<file path="src/spi_flash_pkg.sv">
package spi_flash_pkg;

   localparam int FLASH_ADDR_W = 24;  // flash byte address
   localparam int WORD_W       = 32;
   localparam int SEG_LEN_W    = 6;   // bit count of one shift segment

   // operation requested through the CMD register
   typedef enum logic [1:0] {
      OP_NONE    = 2'd0,
      OP_WAKE    = 2'd1,
      OP_READ    = 2'd2,
      OP_PROGRAM = 2'd3
   } flash_op_e;

   // SPI NOR command bytes
   typedef enum logic [7:0] {
      FLASH_PP   = 8'h02,  // page program
      FLASH_READ = 8'h03,
      FLASH_WREN = 8'h06,  // write enable
      FLASH_WAKE = 8'hAB   // release from deep power-down
   } flash_opcode_e;

   // register byte offsets
   localparam logic [4:0] REG_ADDR   = 5'h00;
   localparam logic [4:0] REG_WDATA  = 5'h04;
   localparam logic [4:0] REG_RDATA  = 5'h08;
   localparam logic [4:0] REG_CMD    = 5'h0C;
   localparam logic [4:0] REG_STATUS = 5'h10;

   // AXI response codes
   localparam logic [1:0] RESP_OKAY   = 2'b00;
   localparam logic [1:0] RESP_SLVERR = 2'b10;

endpackage

</file>
<file path="src/spi_shift_if.sv">
`timescale 1ns/1ps

// one frame segment handed from the sequencer to the shift engine
interface spi_shift_if
   import spi_flash_pkg::*;
();

   logic                 start;    // one-cycle pulse
   logic [WORD_W-1:0]    tx_data;  // MSB aligned
   logic [SEG_LEN_W-1:0] nbits;
   logic                 keep_ss;  // chip select stays low into the next segment
   logic                 done;     // one-cycle pulse at segment end
   logic [WORD_W-1:0]    rx_data;  // received bits in the LSBs

   modport sequencer (
      output start, tx_data, nbits, keep_ss,
      input  done, rx_data
   );

   modport engine (
      input  start, tx_data, nbits, keep_ss,
      output done, rx_data
   );

endinterface

</file>
<file path="src/spi_shift_engine.sv">
`timescale 1ns/1ps

module spi_shift_engine
   import spi_flash_pkg::*;
#(
   parameter int clk_div = 4
) (
   input  logic        clk,
   input  logic        reset,
   spi_shift_if.engine shift,
   output logic        spi_sck,
   output logic        spi_ss_n,
   output logic        spi_mosi,
   input  logic        spi_miso
);

   localparam int DIV_W = $clog2(2 * clk_div);
   localparam int GAP_W = $clog2(clk_div + 1);

   typedef enum logic [1:0] {
      ENG_IDLE,
      ENG_GAP,    // chip select still serving its deselect time
      ENG_SHIFT
   } eng_state_e;

   eng_state_e           state;
   logic [DIV_W-1:0]     div_cnt;  // position inside one bit
   logic [GAP_W-1:0]     gap_cnt;
   logic [SEG_LEN_W-1:0] bit_cnt;
   logic [WORD_W-1:0]    shreg;
   logic                 miso_q;
   logic                 keep_q;
   logic                 sck_q;
   logic                 ss_n_q;
   logic                 done_q;
   logic                 rise_edge;
   logic                 fall_edge;

   assign rise_edge = (div_cnt == DIV_W'(clk_div - 1));      // end of low half
   assign fall_edge = (div_cnt == DIV_W'(2 * clk_div - 1));  // end of high half

   always_ff @(posedge clk) begin
      if (reset) begin
         state   <= ENG_IDLE;
         div_cnt <= '0;
         gap_cnt <= '0;
         bit_cnt <= '0;
         shreg   <= '0;
         sck_q   <= 1'b0;
         ss_n_q  <= 1'b1;
         done_q  <= 1'b0;
      end else begin
         done_q <= 1'b0;
         if (gap_cnt != '0)
            gap_cnt <= gap_cnt - 1'b1;
         case (state)
            ENG_IDLE: begin
               if (shift.start) begin
                  shreg   <= shift.tx_data;
                  bit_cnt <= shift.nbits;
                  div_cnt <= '0;
                  if (gap_cnt == '0) begin
                     ss_n_q <= 1'b0;
                     state  <= ENG_SHIFT;
                  end else begin
                     state <= ENG_GAP;
                  end
               end
            end
            ENG_GAP: begin
               if (gap_cnt == '0) begin
                  ss_n_q <= 1'b0;
                  state  <= ENG_SHIFT;
               end
            end
            ENG_SHIFT: begin
               div_cnt <= div_cnt + 1'b1;
               if (rise_edge)
                  sck_q <= 1'b1;
               if (fall_edge) begin
                  sck_q   <= 1'b0;
                  div_cnt <= '0;
                  shreg   <= {shreg[WORD_W-2:0], miso_q};  // next MOSI bit as SCK falls
                  bit_cnt <= bit_cnt - 1'b1;
                  if (bit_cnt == SEG_LEN_W'(1)) begin
                     done_q <= 1'b1;
                     state  <= ENG_IDLE;
                     if (!keep_q) begin
                        ss_n_q  <= 1'b1;
                        gap_cnt <= GAP_W'(clk_div);
                     end
                  end
               end
            end
            default: state <= ENG_IDLE;
         endcase
      end
   end

   always_ff @(posedge clk) begin
      if (state == ENG_IDLE && shift.start)
         keep_q <= shift.keep_ss;
      if (state == ENG_SHIFT && rise_edge)
         miso_q <= spi_miso;  // sampled on the SCK rising edge
   end

   assign spi_sck       = sck_q;
   assign spi_ss_n      = ss_n_q;
   assign spi_mosi      = shreg[WORD_W-1];
   assign shift.done    = done_q;
   assign shift.rx_data = shreg;

endmodule

</file>
<file path="src/flash_cmd_sequencer.sv">
`timescale 1ns/1ps

module flash_cmd_sequencer
   import spi_flash_pkg::*;
#(
   parameter int wake_wait_cycles = 100
) (
   input  logic                    clk,
   input  logic                    reset,
   input  logic                    op_start,
   input  flash_op_e               op_code,
   input  logic [FLASH_ADDR_W-1:0] flash_addr,
   input  logic [WORD_W-1:0]       wr_word,
   output logic                    busy,
   output logic                    op_done,
   output logic [WORD_W-1:0]       rd_word,
   spi_shift_if.sequencer          shift
);

   localparam int WAIT_W = $clog2(wake_wait_cycles + 2);

   typedef enum logic [2:0] {
      IDLE,
      WAKE_CMD,   // wake frame, 8 bits
      WREN_CMD,   // write enable frame, 8 bits
      SETTLE,
      SEND_CMD,   // read or program opcode, frame stays open
      SEND_ADDR,
      XFER_DATA,
      FINISH
   } seq_state_e;

   seq_state_e              state;
   flash_op_e               op_q;
   logic [FLASH_ADDR_W-1:0] addr_q;
   logic [WORD_W-1:0]       wdata_q;
   logic [WAIT_W-1:0]       wait_cnt;
   logic                    start_q;
   logic [WORD_W-1:0]       seg_data;
   logic [SEG_LEN_W-1:0]    seg_bits;
   logic                    seg_keep;

   // opcode placed in the top byte so it leaves first
   function automatic logic [WORD_W-1:0] cmd_word(input flash_opcode_e code);
      return {code, {(WORD_W - 8){1'b0}}};
   endfunction

   // segment contents follow the current state
   always_comb begin
      seg_data = '0;
      seg_bits = '0;
      seg_keep = 1'b0;
      case (state)
         WAKE_CMD: begin
            seg_data = cmd_word(FLASH_WAKE);
            seg_bits = SEG_LEN_W'(8);
         end
         WREN_CMD: begin
            seg_data = cmd_word(FLASH_WREN);
            seg_bits = SEG_LEN_W'(8);
         end
         SEND_CMD: begin
            if (op_q == OP_PROGRAM)
               seg_data = cmd_word(FLASH_PP);
            else
               seg_data = cmd_word(FLASH_READ);
            seg_bits = SEG_LEN_W'(8);
            seg_keep = 1'b1;
         end
         SEND_ADDR: begin
            seg_data = {addr_q, {(WORD_W - FLASH_ADDR_W){1'b0}}};
            seg_bits = SEG_LEN_W'(FLASH_ADDR_W);
            seg_keep = 1'b1;
         end
         XFER_DATA: begin
            if (op_q == OP_PROGRAM)
               seg_data = wdata_q;  // reads shift out zeros
            seg_bits = SEG_LEN_W'(WORD_W);
         end
         default: ;
      endcase
   end

   always_ff @(posedge clk) begin
      if (reset) begin
         state    <= IDLE;
         op_q     <= OP_NONE;
         wait_cnt <= '0;
         start_q  <= 1'b0;
      end else begin
         start_q <= 1'b0;
         case (state)
            IDLE: begin
               if (op_start) begin
                  op_q    <= op_code;
                  start_q <= 1'b1;
                  case (op_code)
                     OP_WAKE:    state <= WAKE_CMD;
                     OP_READ:    state <= SEND_CMD;
                     OP_PROGRAM: state <= WREN_CMD;
                     default:    start_q <= 1'b0;
                  endcase
               end
            end
            WAKE_CMD, WREN_CMD: begin
               if (shift.done) begin
                  state    <= SETTLE;
                  wait_cnt <= WAIT_W'(wake_wait_cycles);
               end
            end
            SETTLE: begin
               if (wait_cnt > WAIT_W'(1)) begin
                  wait_cnt <= wait_cnt - 1'b1;
               end else if (op_q == OP_PROGRAM) begin
                  state   <= SEND_CMD;  // write enable latched, now the PP frame
                  start_q <= 1'b1;
               end else begin
                  state <= FINISH;
               end
            end
            SEND_CMD: begin
               if (shift.done) begin
                  state   <= SEND_ADDR;
                  start_q <= 1'b1;
               end
            end
            SEND_ADDR: begin
               if (shift.done) begin
                  state   <= XFER_DATA;
                  start_q <= 1'b1;
               end
            end
            XFER_DATA: if (shift.done) state <= FINISH;
            default:   state <= IDLE;  // FINISH
         endcase
      end
   end

   always_ff @(posedge clk) begin
      if (state == IDLE && op_start) begin
         addr_q  <= flash_addr;
         wdata_q <= wr_word;
      end
      if (state == XFER_DATA && shift.done && op_q == OP_READ)
         rd_word <= shift.rx_data;
   end

   assign busy          = (state != IDLE);
   assign op_done       = (state == FINISH);
   assign shift.start   = start_q;
   assign shift.tx_data = seg_data;
   assign shift.nbits   = seg_bits;
   assign shift.keep_ss = seg_keep;

endmodule

</file>
<file path="src/axil_flash_regs.sv">
`timescale 1ns/1ps

module axil_flash_regs
   import spi_flash_pkg::*;
(
   input  logic                    clk,
   input  logic                    reset,
   input  logic [4:0]              awaddr,
   input  logic                    awvalid,
   output logic                    awready,
   input  logic [31:0]             wdata,
   input  logic                    wvalid,
   output logic                    wready,
   output logic [1:0]              bresp,
   output logic                    bvalid,
   input  logic                    bready,
   input  logic [4:0]              araddr,
   input  logic                    arvalid,
   output logic                    arready,
   output logic [31:0]             rdata,
   output logic [1:0]              rresp,
   output logic                    rvalid,
   input  logic                    rready,
   input  logic                    busy,
   input  logic                    op_done,
   input  logic [WORD_W-1:0]       rd_word,
   output logic                    op_start,
   output flash_op_e               op_code,
   output logic [FLASH_ADDR_W-1:0] flash_addr,
   output logic [WORD_W-1:0]       wr_word
);

   logic [FLASH_ADDR_W-1:0] addr_q;
   logic [WORD_W-1:0]       wdata_q;
   logic [WORD_W-1:0]       rdata_q;
   logic                    done_q;   // sticky until the next CMD write
   logic                    status_busy;
   logic                    wr_fire;
   logic                    rd_fire;
   logic [1:0]              wr_resp;
   logic [1:0]              rd_resp;
   logic [31:0]             rd_mux;

   assign wr_fire     = awready && awvalid && wvalid;
   assign rd_fire     = arready && arvalid;
   assign status_busy = busy || op_start;  // covers the cycle before the sequencer leaves idle
   assign flash_addr  = addr_q;
   assign wr_word     = wdata_q;

   always_ff @(posedge clk) begin
      if (reset) begin
         awready <= 1'b0;
         wready  <= 1'b0;
         bvalid  <= 1'b0;
         arready <= 1'b0;
         rvalid  <= 1'b0;
      end else begin
         // AW and W taken together, never while a B is pending
         awready <= awvalid && wvalid && !awready && !bvalid;
         wready  <= awvalid && wvalid && !awready && !bvalid;
         if (wr_fire)
            bvalid <= 1'b1;
         else if (bready)
            bvalid <= 1'b0;
         arready <= arvalid && !arready && !rvalid;
         if (rd_fire)
            rvalid <= 1'b1;
         else if (rready)
            rvalid <= 1'b0;
      end
   end

   always_ff @(posedge clk) begin
      if (reset) begin
         addr_q   <= '0;
         wdata_q  <= '0;
         rdata_q  <= '0;
         done_q   <= 1'b0;
         op_start <= 1'b0;
         op_code  <= OP_NONE;
      end else begin
         op_start <= 1'b0;
         if (op_done) begin
            done_q <= 1'b1;
            if (op_code == OP_READ)
               rdata_q <= rd_word;
         end
         if (wr_fire) begin
            case (awaddr)
               REG_ADDR:  addr_q  <= wdata[FLASH_ADDR_W-1:0];
               REG_WDATA: wdata_q <= wdata;
               REG_CMD: begin
                  if (!status_busy) begin
                     done_q   <= 1'b0;
                     op_code  <= flash_op_e'(wdata[1:0]);
                     op_start <= (wdata[1:0] != OP_NONE);
                  end
               end
               default: ;  // RDATA and STATUS are read only
            endcase
         end
      end
   end

   always_comb begin
      case (awaddr)
         REG_ADDR, REG_WDATA, REG_RDATA, REG_STATUS: wr_resp = RESP_OKAY;
         REG_CMD: wr_resp = status_busy ? RESP_SLVERR : RESP_OKAY;
         default: wr_resp = RESP_SLVERR;
      endcase
   end

   always_comb begin
      rd_resp = RESP_OKAY;
      case (araddr)
         REG_ADDR:   rd_mux = {{(32 - FLASH_ADDR_W){1'b0}}, addr_q};
         REG_WDATA:  rd_mux = wdata_q;
         REG_RDATA:  rd_mux = rdata_q;
         REG_CMD:    rd_mux = {30'd0, op_code};  // last operation issued
         REG_STATUS: rd_mux = {30'd0, done_q, status_busy};
         default: begin
            rd_mux  = '0;
            rd_resp = RESP_SLVERR;
         end
      endcase
   end

   always_ff @(posedge clk) begin
      if (wr_fire)
         bresp <= wr_resp;
      if (rd_fire) begin
         rdata <= rd_mux;
         rresp <= rd_resp;
      end
   end

endmodule

</file>
<file path="src/spi_flash_ctrl.sv">
`timescale 1ns/1ps

module spi_flash_ctrl
   import spi_flash_pkg::*;
#(
   parameter int clk_div          = 4,
   parameter int wake_wait_cycles = 100
) (
   input  logic        clk,
   input  logic        reset,
   input  logic [4:0]  awaddr,
   input  logic        awvalid,
   output logic        awready,
   input  logic [31:0] wdata,
   input  logic        wvalid,
   output logic        wready,
   output logic [1:0]  bresp,
   output logic        bvalid,
   input  logic        bready,
   input  logic [4:0]  araddr,
   input  logic        arvalid,
   output logic        arready,
   output logic [31:0] rdata,
   output logic [1:0]  rresp,
   output logic        rvalid,
   input  logic        rready,
   output logic        spi_sck,
   output logic        spi_ss_n,
   output logic        spi_mosi,
   input  logic        spi_miso
);

   logic                    op_start;
   flash_op_e               op_code;
   logic [FLASH_ADDR_W-1:0] flash_addr;
   logic [WORD_W-1:0]       wr_word;
   logic                    busy;
   logic                    op_done;
   logic [WORD_W-1:0]       rd_word;

   spi_shift_if u_shift_if ();

   axil_flash_regs u_regs (
      .clk        (clk),
      .reset      (reset),
      .awaddr     (awaddr),
      .awvalid    (awvalid),
      .awready    (awready),
      .wdata      (wdata),
      .wvalid     (wvalid),
      .wready     (wready),
      .bresp      (bresp),
      .bvalid     (bvalid),
      .bready     (bready),
      .araddr     (araddr),
      .arvalid    (arvalid),
      .arready    (arready),
      .rdata      (rdata),
      .rresp      (rresp),
      .rvalid     (rvalid),
      .rready     (rready),
      .busy       (busy),
      .op_done    (op_done),
      .rd_word    (rd_word),
      .op_start   (op_start),
      .op_code    (op_code),
      .flash_addr (flash_addr),
      .wr_word    (wr_word)
   );

   flash_cmd_sequencer #(
      .wake_wait_cycles (wake_wait_cycles)
   ) u_seq (
      .clk        (clk),
      .reset      (reset),
      .op_start   (op_start),
      .op_code    (op_code),
      .flash_addr (flash_addr),
      .wr_word    (wr_word),
      .busy       (busy),
      .op_done    (op_done),
      .rd_word    (rd_word),
      .shift      (u_shift_if.sequencer)
   );

   spi_shift_engine #(
      .clk_div (clk_div)
   ) u_engine (
      .clk      (clk),
      .reset    (reset),
      .shift    (u_shift_if.engine),
      .spi_sck  (spi_sck),
      .spi_ss_n (spi_ss_n),
      .spi_mosi (spi_mosi),
      .spi_miso (spi_miso)
   );

endmodule

</file>
<file path="config.mk">
export PLATFORM = sky130hd
export DESIGN_NAME = spi_flash_ctrl
export DESIGN_NICKNAME = d
export VERILOG_FILES = /design/src/spi_flash_pkg.sv /design/src/spi_shift_if.sv /design/src/spi_shift_engine.sv /design/src/flash_cmd_sequencer.sv /design/src/axil_flash_regs.sv /design/src/spi_flash_ctrl.sv
export SDC_FILE = /design/constraint.sdc
export NUM_CORES = 1
export LEC_CHECK = 0
export ABC_AREA = 1
export BUFFER_PORTS_ARGS = -buffer_cell sky130_fd_sc_hd__buf_2
export CORE_MARGIN = 10
export CORE_UTILIZATION = 58
export CTS_CLUSTER_DIAMETER = 60
export CTS_CLUSTER_SIZE = 24
export DETAILED_ROUTE_END_ITERATION = 16
export PLACE_DENSITY = 0.78
export SETUP_SLACK_MARGIN = 0.2
export SLEW_MARGIN = 10
export SYNTH_ARGS = -nofsm -noshare
export SYNTH_HDL_FRONTEND = slang
export SYNTH_SLANG_ARGS = --single-unit
</file>
<file path="constraint.sdc">
create_clock -name clk -period 5.45 [get_ports clk]
set_input_delay 0.545 -clock clk [delete_from_list [all_inputs] [get_ports clk]]
set_output_delay 0.545 -clock clk [all_outputs]
set_load 0.02 [all_outputs]
</file>
==> out/metrics.yaml, run 1 <==
cts_tree: "done"
ys_seq_elements: 282
slew_violations: 0
crit_required_ns: 5.90
clock_sink_count: 282
post-route-drc-count: 0
holdBufCountCts: 0
finalCriticalPeriod_ns: 2.40
vias_per_cell: 5.73
status: "finished clean"
drtAntennaViolNets: 0
cts_buffers: 18
power.leakage_nw: 4.74
critPathKind: "reg -> reg"
core-area_um2: 18800
crit_path_end_kind: "flop"
h-tree-depth: 1
rsz0062_at_grt: "no"
yosys_warnings: 0
placed_area_um2: 11700
hold_viol: 0
antenna_found_initial: 0
die_h_um: 159
first_pass_iters: 7
grt_pass1_vias: 8257
power_density_nw_per_um2: 327
critPathLaunchType: "flop"
synth_edf_count: 124
clk_path_buf_depth: 3
skew_ns: 0.0200
drv_cap: 0
syn_to_final_growth_pct: 10.7
dominantRegCellSynth: "dfxtp_1"
diodes: 0
post-cts-setup-buffers: 0
relSlewSlack: 0.282
synthDistinctLibCells: 39
fmax_mhz: 416
cts.repair.resized: 0
io_buffers: 91
globalRouteOverflowTotal: 0
totalWireLength_um: 26800
syn_area_per_cell_um2: 9.51
drive_above_1_share: 0.134
clock_latency_ns: 0.51
layout.nets: 1290
dieArea_um2: 25100
netlist_instances: 1171
fin_tns_setup_ns: 0
finalCritPeriodShare: 0.441
grt_pass1_wl_um: 42700
arrival_ns: 2.85
cp_max_fo: 25
seq_area_frac_synth: 0.619
setup_viol: 0
clk_pin_slew_worst_paths_ns: 0.09
worstHoldPathType: "in -> reg"
dp_hpwl_um: 16400
final_area_um2: 12300
initial_core_util: 0.593
peakVddDrop_mv: 0.252
grt_max_degree: 87
drt_iter0_markers: 864
worst_slew_pin_slew_ns: 1.08
synth_area_um2: 11100
wl_per_cell_um: 18.1
fin_util: 0.657
rows: 50
cts-root-buf: "clkbuf_16"
grtUsageTotal: 0.211
gp_congestion: 0.833
vias: 8463
ys_async_sr_fraction: 0
die_w_um: 159
io_pins: 94
[layout make-up]
cell class                      count  area, um2
Clock buffer                       23        522
Clock inverter                      9        115
Fill cell                        1490       6440
Inverter                          123        465
Multi-Input combinational cell    703       3500
Sequential cell                   282       6890
Tap cell                          234        293
Timing Repair Buffer              103        546
[cell usage in the layout (no fill, tap or decap), types with 3 or more instances in the layout]
cell type  instances
buf_2             91
o221ai_1          22
nor2_8             3
nor2_1            97
a21oi_1          153
nand4_1            9
nor3_1             6
nand3_1           52
dfxtp_1          158
nand2_2            5
o21ai_0          132
buf_4             12
o22ai_1           10
inv_2             10
nand2_1          171
nor2_2             3
o21ai_1            9
clkbuf_16         20
inv_1            110
o211ai_1           3
edfxtp_1         124
ha_1               9
[final timing paths]
kind | from | end | slack, ns | cells past startpoint
setup / recovery | u_regs.awready | u_regs.flash_addr[19] | 3.05 | 6
hold reg to reg | u_regs.wr_word[22] | u_seq.wdata_q[22] | 0.44 | 0
setup reg to reg | u_regs.awready | u_regs.flash_addr[19] | 3.05 | 6
hold / removal | spi_miso | u_engine.miso_q | 0.22 | 1
[registers in the layout, summed over array words and instances, names as in the netlist, 2 cells and up]
| signal | count |
|---|---|
| u_seq.addr_q | 24 |
| u_engine.div_cnt | 3 |
| u_seq.rd_word | 32 |
| u_seq.state | 3 |
| u_engine.shift.rx_data | 32 |
| u_engine.state | 2 |
| u_regs.wr_word | 32 |
| u_seq.op_q | 2 |
| u_engine.gap_cnt | 3 |
| u_seq.wait_cnt | 7 |
| u_regs.flash_addr | 24 |
| u_regs.op_code | 2 |
| u_regs.rdata_q | 32 |
| u_regs.rdata | 32 |
| u_engine.bit_cnt | 6 |
| u_seq.wdata_q | 32 |
[layer usage]
metal  share of wire  GRT usage
met5               0          0
met4           0.026     0.0697
met3           0.064     0.0313
met2            0.48      0.360
met1            0.43      0.270
[per-stage QoR]
stage / hold slack, ns / power (mW) / setup slack (ns) / std cells
global placement: 0.410 / 2.57 / 2.64 / 1445
CTS: 0.204 / 4.04 / 3.07 / 1477
finish: 0.218 / 4.02 / 3.05 / 1477
detailed placement: 0.416 / 2.58 / 2.62 / 1445
floorplan: 0.408 / 2.49 / 1.17 / 1172
global route: 0.203 / 4.17 / 2.85 / 1477
[cells by family (layout without fill, tap and decap cells)]
group           count (synthesis)  in the layout  synth area share
compound gates                332            332             0.159
xor+xnor                        1              1          0.000787
fa+ha+maj                       9              9            0.0101
buf+inv                       187            258            0.0682
flops                         282            282             0.619
other cells                     1              2          0.000337
simple gates                  359            359             0.143
[power by group]
group,internal (mW),switching (mW),leakage [nW]
Combinational,0.0958,0.209,1.99
Sequential,2.21,0.0168,2.44
Clock,0.756,0.737,0.309
Total,3.06,0.964,4.74
[worst max-delay path: stages (launching register included)]
cell     delay [ns]
dfxtp_1        0.38
nand3_1        0.17
inv_1          0.16
nand4_2        0.65
inv_2          0.75
nor2_1         0.11
nor2_1         0.11
[cell usage after synthesis (3+ instances only)]
cell type	count	share of area
a21oi_1	153	0.069
buf_2	14	0.0063
buf_4	10	0.0067
clkbuf_1	38	0.013
dfxtp_1	158	0.28
edfxtp_1	124	0.33
ha_1	9	0.010
inv_1	112	0.038
inv_2	9	0.0030
nand2_1	171	0.058
nand2_2	5	0.0028
nand3_1	52	0.023
nand4_1	9	0.0051
nor2_1	98	0.033
nor2_8	3	0.0054
nor3_1	6	0.0027
o211ai_1	3	0.0020
o21ai_0	132	0.059
o21ai_1	9	0.0040
o221ai_1	22	0.017
o22ai_1	10	0.0056
(Power assumes the default switching activity.)
==> inputs of run 2 (changes only) <==
--- a/config.mk
+++ b/config.mk
@@ -8,11 +8,11 @@
 export ABC_AREA = 1
 export BUFFER_PORTS_ARGS = -buffer_cell sky130_fd_sc_hd__buf_2
 export CORE_MARGIN = 10
-export CORE_UTILIZATION = 58
+export CORE_UTILIZATION = 53
 export CTS_CLUSTER_DIAMETER = 60
 export CTS_CLUSTER_SIZE = 24
 export DETAILED_ROUTE_END_ITERATION = 16
-export PLACE_DENSITY = 0.78
+export PLACE_DENSITY = 0.75
 export SETUP_SLACK_MARGIN = 0.2
 export SLEW_MARGIN = 10
 export SYNTH_ARGS = -nofsm -noshare
==> constraint.sdc (replaced) <==
create_clock -name clk -period 2.15 [get_ports clk]
set_input_delay 0.215 -clock clk [delete_from_list [all_inputs] [get_ports clk]]
set_output_delay 0.215 -clock clk [all_outputs]
set_load 0.02 [all_outputs]
==> run 2 against run 1 <==
Clock power grew to 2.7 times the previous value. Final cell count rose by 5.8%. Non-clock buffer count is 42 higher. Register-to-register slack worse by 2.7 ns. Largest cell class unchanged. Largest power group unchanged. Highest routed layer unchanged.
==> out/metrics.yaml, run 2 (synthesis gave the netlist of run 1 again) <==
drive_above_1_share: 0.149  # +0.0152
rsz0062_at_grt: "no"
reg2reg_from: "u_regs.awready"
final_area_um2: 12900  # +4.8%
worst_slew_pin_slew_ns: 0.673  # -0.403 ns
setup_ws_ns: 0.373  # -2.67 ns
layout_common_cells: "169 x nand2_1, 155 x dfxtp_1, 153 x a21oi_1, 132 x o21ai_0, 124 x edfxtp_1"
fmax_mhz: 563  # +35%
clk_pin_slew_worst_paths_ns: 0.09  # about the same
startpoint: "u_regs.awready"
cp_max_fo: 24  # -4.0%
slowest_delay_ns: 0.48  # -0.27 ns
clk_path_buf_depth: 3  # unchanged
r2r_cells: 6  # unchanged
drv_cap: 0  # unchanged
vias: 8621  # +1.9%
status: "finished clean"
power.leakage_nw: 4.97  # +4.9%
crit_top_cell: "nor2_1"
crit_chain: "nand3_1 > inv_1 > nand4_2 > inv_2 > nor2_1 > nor2_1"
post-place-cells: 1497  # +3.6%
layout.nets: 1335  # +3.5%
fin_tns_setup_ns: 0  # unchanged
crit_slowest_cell: "inv_2"
fill_cells: 1645  # +10%
dp_slack_ns: 0.277  # -2.34 ns
initial_core_util: 0.545  # -0.0482
cts_buffers: 21  # +3
reg2reg_to: "u_regs.flash_addr[23]"
totalWireLength_um: 27300  # +2.1%
gp_congestion: 0.880  # +5.6%
first_pass_iters: 5  # -2
cts_tree: "done"
crit_required_ns: 2.60  # -3.30 ns
placed_area_um2: 11900  # +2.2%
grtUsageTotal: 0.198  # -0.0137
finalNonFillerCells: 1562  # +5.8%
finalCriticalPeriod_ns: 1.78  # -0.626 ns
clock_latency_ns: 0.52  # about the same
critPathKind: "reg -> reg"
p_total_mw: 10.6  # +160%
skew_ns: 0.0210  # +0.000974 ns
syn_to_final_growth_pct: 16.0
arrival_ns: 2.23  # -0.62 ns
antenna_found_initial: 0  # unchanged
power_density_nw_per_um2: 818  # +150%
slew_violations: 0  # unchanged
crit_path_end_kind: "flop"
wl_per_cell_um: 17.5  # -3.5%
vias_per_cell: 5.52  # -3.7%
drtAntennaViolNets: 0  # unchanged
core-area_um2: 20400  # +8.9%
drt_iter0_markers: 749  # -13%
hold_viol: 0  # unchanged
worstHoldPathType: "in -> reg"
relSlewSlack: 0.551  # +0.269
finalCritPeriodShare: 0.827  # +0.386
post-cts-setup-buffers: 0  # unchanged
h-tree-depth: 1  # unchanged
die_h_um: 165  # +4.0%
r2r_setup_slack_ns: 0.37  # -2.67 ns
io_buffers: 91  # unchanged
clock_sink_count: 282  # unchanged
grt_max_degree: 72  # -17%
die_w_um: 165  # +4.0%
critPathLaunchType: "flop"
cts-root-buf: "clkbuf_16"
post-route-drc-count: 0  # unchanged
io_pins: 94  # unchanged
setup_viol: 0  # unchanged
dieArea_um2: 27200  # +8.2%
final_common_cell: "nand2_1"
grt_pass1_wl_um: 43800  # +2.5%
grt_pass1_vias: 8471  # +2.6%
rows: 52  # +4.0%
globalRouteOverflowTotal: 0  # unchanged
peakVddDrop_mv: 0.638  # +150%
endpoint: "u_regs.flash_addr[23]"
dp_hpwl_um: 17400  # +6.5%
run 2: cell count changes in the layout (fill, tap and decap cells not counted), moves of 2 or more:
cell and delta:
dlygate4sd3_1 +26, buf_4 +11, buf_12 +5, dfxtp_1 -3, dfxtp_2 +3, inv_6 +3, clkinv_1 +2, clkinvlp_4 +2
inv_2 -2, inv_4 +2, nand2_1 -2
run 2: repair_timing:
item	4_1_cts	5_1_grt
endpoints found under the setup margin	0	20
resized for setup	0	2
endpoints found under the hold margin	30	0
hold buffers	26	0
run 2: worst max-delay path: cells and delay by family (launching register included):
family / cells / cell delay [ns]
buf+inv: 2 / 0.68
flops: 1 / 0.37
simple gates: 4 / 0.66
run 2: worst min-delay path by stage:
stage / from / to / slack [ns] / cells past startpoint
after floorplan: spi_miso / u_engine.miso_q / 0.31 / 0
after detailed placement: spi_miso / u_engine.miso_q / 0.40 / 1
after CTS: wdata[19] / u_regs.flash_addr[19] / 0.003 / 3
after global placement: spi_miso / u_engine.miso_q / 0.40 / 1
after global routing: wdata[21] / u_regs.flash_addr[21] / 0.02 / 3
final: wdata[29] / u_regs.wr_word[29] / 0.01 / 3
run 2: report_power, final:
| group | internal (mW) | switching [mW] | total, mW |
|---|---|---|---|
| registers | 5.60 | 0.0521 | 5.66 |
| clock network | 2.03 | 2.05 | 4.07 |
| logic | 0.286 | 0.554 | 0.839 |
run 2: area by class of cell:
class | count | area (um2) | share of cell area
Antenna cell | 1 | 2.50 | 0.000194
Clock buffer | 22 | 529 | 0.0410
Clock inverter | 16 | 179 | 0.0139
Inverter | 123 | 474 | 0.0367
Multi-Input combinational cell | 703 | 3510 | 0.272
Sequential cell | 282 | 6890 | 0.533
Tap cell | 270 | 338 | 0.0262
Timing Repair Buffer | 145 | 988 | 0.0765
run 2: metrics by stage:
| stage | hold WS, ns | utilization |
|---|---|---|
| after floorplan | 0.314 | - |
| after global placement | 0.396 | 0.585 |
| after detailed placement | 0.395 | 0.585 |
| after CTS | 0.00290 | 0.632 |
| after global routing | 0.0244 | 0.632 |
| final | 0.00950 | 0.632 |
run 2: layer usage:
layer	vias to the layer above	routed length (um)	global-route usage	share of wire
li1	4201	-	-	-
met1	4061	11800	0.264	0.43
met2	318	13200	0.335	0.48
met3	41	1970	0.0264	0.072
met4	0	413	0.0475	0.015
met5	-	0	0	0
==> inputs of run 3 (changes only) <==
==> constraint.sdc (replaced) <==
create_clock -name clk -period 1.6 [get_ports clk]
set_input_delay 0.16 -clock clk [delete_from_list [all_inputs] [get_ports clk]]
set_output_delay 0.16 -clock clk [all_outputs]
set_load 0.02 [all_outputs]
==> run 3 against run 2 <==
The flow now finishes with violations (negative hold slack, negative setup slack). Fmax is 7.2% higher. Die area unchanged. Via count up 12%. Sequential share of layout area decreased by 5.8 points. Core utilization increased by 7.8 points. Register-to-register slack worse by 0.43 ns. Critical path type unchanged. Critical endpoint is now u_engine.bit_cnt[4].
==> out/metrics.yaml, run 3 (synthesis gave the netlist of run 1 again) <==
status: "complete, but fails checks"
violations: "negative hold slack, negative setup slack"
first_pass_iters: 7  # +2
drv_cap: 0  # unchanged
layout.nets: 1412  # +5.8%
finalNonFillerCells: 1635  # +4.7%
power_density_nw_per_um2: 970  # +19%
wl_per_cell_um: 20.8  # +19%
multi_input_area_um2: 4000  # +14%
worstHoldPathType: "in -> reg"
grtUsageTotal: 0.218  # +0.0200
slew_violations: 0  # unchanged
io_pins: 94  # unchanged
die_w_um: 165  # unchanged
clock_sink_count: 282  # unchanged
clk_pin_slew_worst_paths_ns: 0.10  # about the same
drt_iter0_markers: 1128  # +51%
totalWireLength_um: 34100  # +25%
whs_path_depth: 3  # unchanged
clock_latency_ns: 0.52  # about the same
syn_to_final_growth_pct: 30.4
cp_max_fo: 5  # -79%
dieArea_um2: 27200  # unchanged
cts_tree: "done"
vias: 9661  # +12%
hp-start: "awaddr[0]"
critPathKind: "reg -> reg"
grt_pass1_vias: 8866  # +4.7%
r2r_setup_slack_ns: -0.06  # -0.43 ns
hold_viol: 1  # +1
r2r_cells: 11  # +5
p_total_mw: 14.1  # +33%
setup_ws_ns: -0.0583  # -0.431 ns
dp_hpwl_um: 17400  # -0.26%
rows: 52  # unchanged
peakVddDrop_mv: 0.789  # +24%
initial_core_util: 0.545  # unchanged
arrival_ns: 2.05  # -0.18 ns
reg2reg_to: "u_engine.bit_cnt[4]"
fin_tns_setup_ns: -0.0583  # -0.0583 ns
gp_congestion: 0.849  # -3.5%
critPathLaunchType: "flop"
die_h_um: 165  # unchanged
drive_above_1_share: 0.261  # +0.112
power.leakage_nw: 5.58  # +12%
reg2reg_from: "u_engine.div_cnt[1]"
globalRouteOverflowTotal: 0  # unchanged
crit_chain: "ha_4 > ha_4 > inv_4 > nor2_8 > inv_4 > nand2_4 > buf_6 > clkbuf_16 > a21oi_2 > o21ai_1 > inv_1"
vias_per_cell: 5.91  # +7.1%
finalCritPeriodShare: 1.04  # +0.210
holdWs_ns: -0.0120  # -0.0215 ns
final_common_cell: "nand2_1"
diodes: 0  # -1
layout_common_cells: "164 x nand2_1, 147 x dfxtp_1, 126 x a21oi_1, 124 x edfxtp_1, 102 x inv_1"
grt_max_degree: 65  # -9.7%
grt_pass1_wl_um: 47400  # +8.3%
crit_required_ns: 1.99  # -0.61 ns
slowest_delay_ns: 0.36  # -0.12 ns
h-tree-depth: 1  # unchanged
post-place-cells: 1505  # +0.53%
clk_path_buf_depth: 3  # unchanged
rsz0062_at_grt: "yes"
core-area_um2: 20400  # unchanged
regArea_um2: 6910  # +0.25%
fmax_mhz: 603  # +7.2%
setup_viol: 1  # +1
cts-root-buf: "clkbuf_16"
skew_ns: 0.0274  # +0.00635 ns
fin_util: 0.710  # +0.0783
crit_slowest_cell: "dfxtp_2"
holdPathEnd: "u_regs.bresp[1]"
cts_buffers: 18  # -14%
fill_cells: 1317  # -20%
drtAntennaViolNets: 0  # unchanged
antenna_found_initial: 0  # unchanged
io_buffers: 91  # unchanged
crit_path_end_kind: "flop"
finalCriticalPeriod_ns: 1.66  # -0.119 ns
post-route-drc-count: 0  # unchanged
-- run 3: worst max path at each step --
stage	cells after the start	from	slack [ns]	end
3_3_place_gp	10	u_engine.div_cnt[0]	0.07	u_engine.bit_cnt[4]
6_report	11	u_engine.div_cnt[1]	-0.06	u_engine.bit_cnt[4]
2_1_floorplan	5	u_seq.state[0]	-0.50	u_seq.rd_word[0]
4_1_cts	10	u_engine.div_cnt[1]	0.1	u_engine.bit_cnt[2]
5_1_grt	11	u_engine.div_cnt[1]	-0.09	u_engine.bit_cnt[4]
3_5_place_dp	10	u_engine.div_cnt[0]	0.02	u_engine.bit_cnt[4]
-- run 3: critical path: cells and delay by family, from the launching register on --
kind / cells / cell delay, ns
flip-flops: 1 / 0.36
AND/OR/NAND/NOR: 2 / 0.22
adder cells (fa/ha/maj): 2 / 0.28
buffers and inverters: 5 / 0.46
AO/OA/AOI/OAI: 2 / 0.21
-- run 3: area by class of cell --
cell class / count / area share
Timing Repair Buffer: 225 / 0.149
Tap cell: 270 / 0.0233
Clock buffer: 25 / 0.0357
Inverter: 123 / 0.0345
Sequential cell: 282 / 0.476
Multi-Input combinational cell: 703 / 0.275
Clock inverter: 7 / 0.00603
-- run 3: repair_timing --
| item | CTS | global route |
|---|---|---|
| gates resized for setup | 78 | 130 |
| gates cloned | 10 | 8 |
| buffers inserted | 23 | 20 |
| endpoints found under the hold margin | 61 | 0 |
| hold buffers | 38 | 0 |
| pin swaps | 7 | 42 |
| setup endpoints to repair | 140 | 191 |
-- run 3: stage by stage --
step / setup WS, ns / cell area, um2 / hold WS [ns]
6_report: -0.0583 / 14500 / -0.0120
5_1_grt: -0.0870 / 14500 / -0.00705
4_1_cts: 0.0956 / 13800 / 0.0155
2_1_floorplan: -0.496 / 11200 / 0.259
3_5_place_dp: 0.0195 / 12200 / 0.368
3_3_place_gp: 0.0654 / 12200 / 0.366
-- run 3: power by group --
part,leakage (nW),internal [mW],switching [mW]
Combinational,2.84,0.544,0.887
Sequential,2.44,7.54,0.100
Clock,0.295,2.39,2.62
Total,5.58,10.5,3.61
-- run 3: routing by layer --
layer	up-vias	GRT usage	routed length, um
li1	4352	-	-
met1	4565	0.277	12800
met2	614	0.366	16600
met3	130	0.0383	3240
met4	0	0.0741	1420
met5	-	0	0
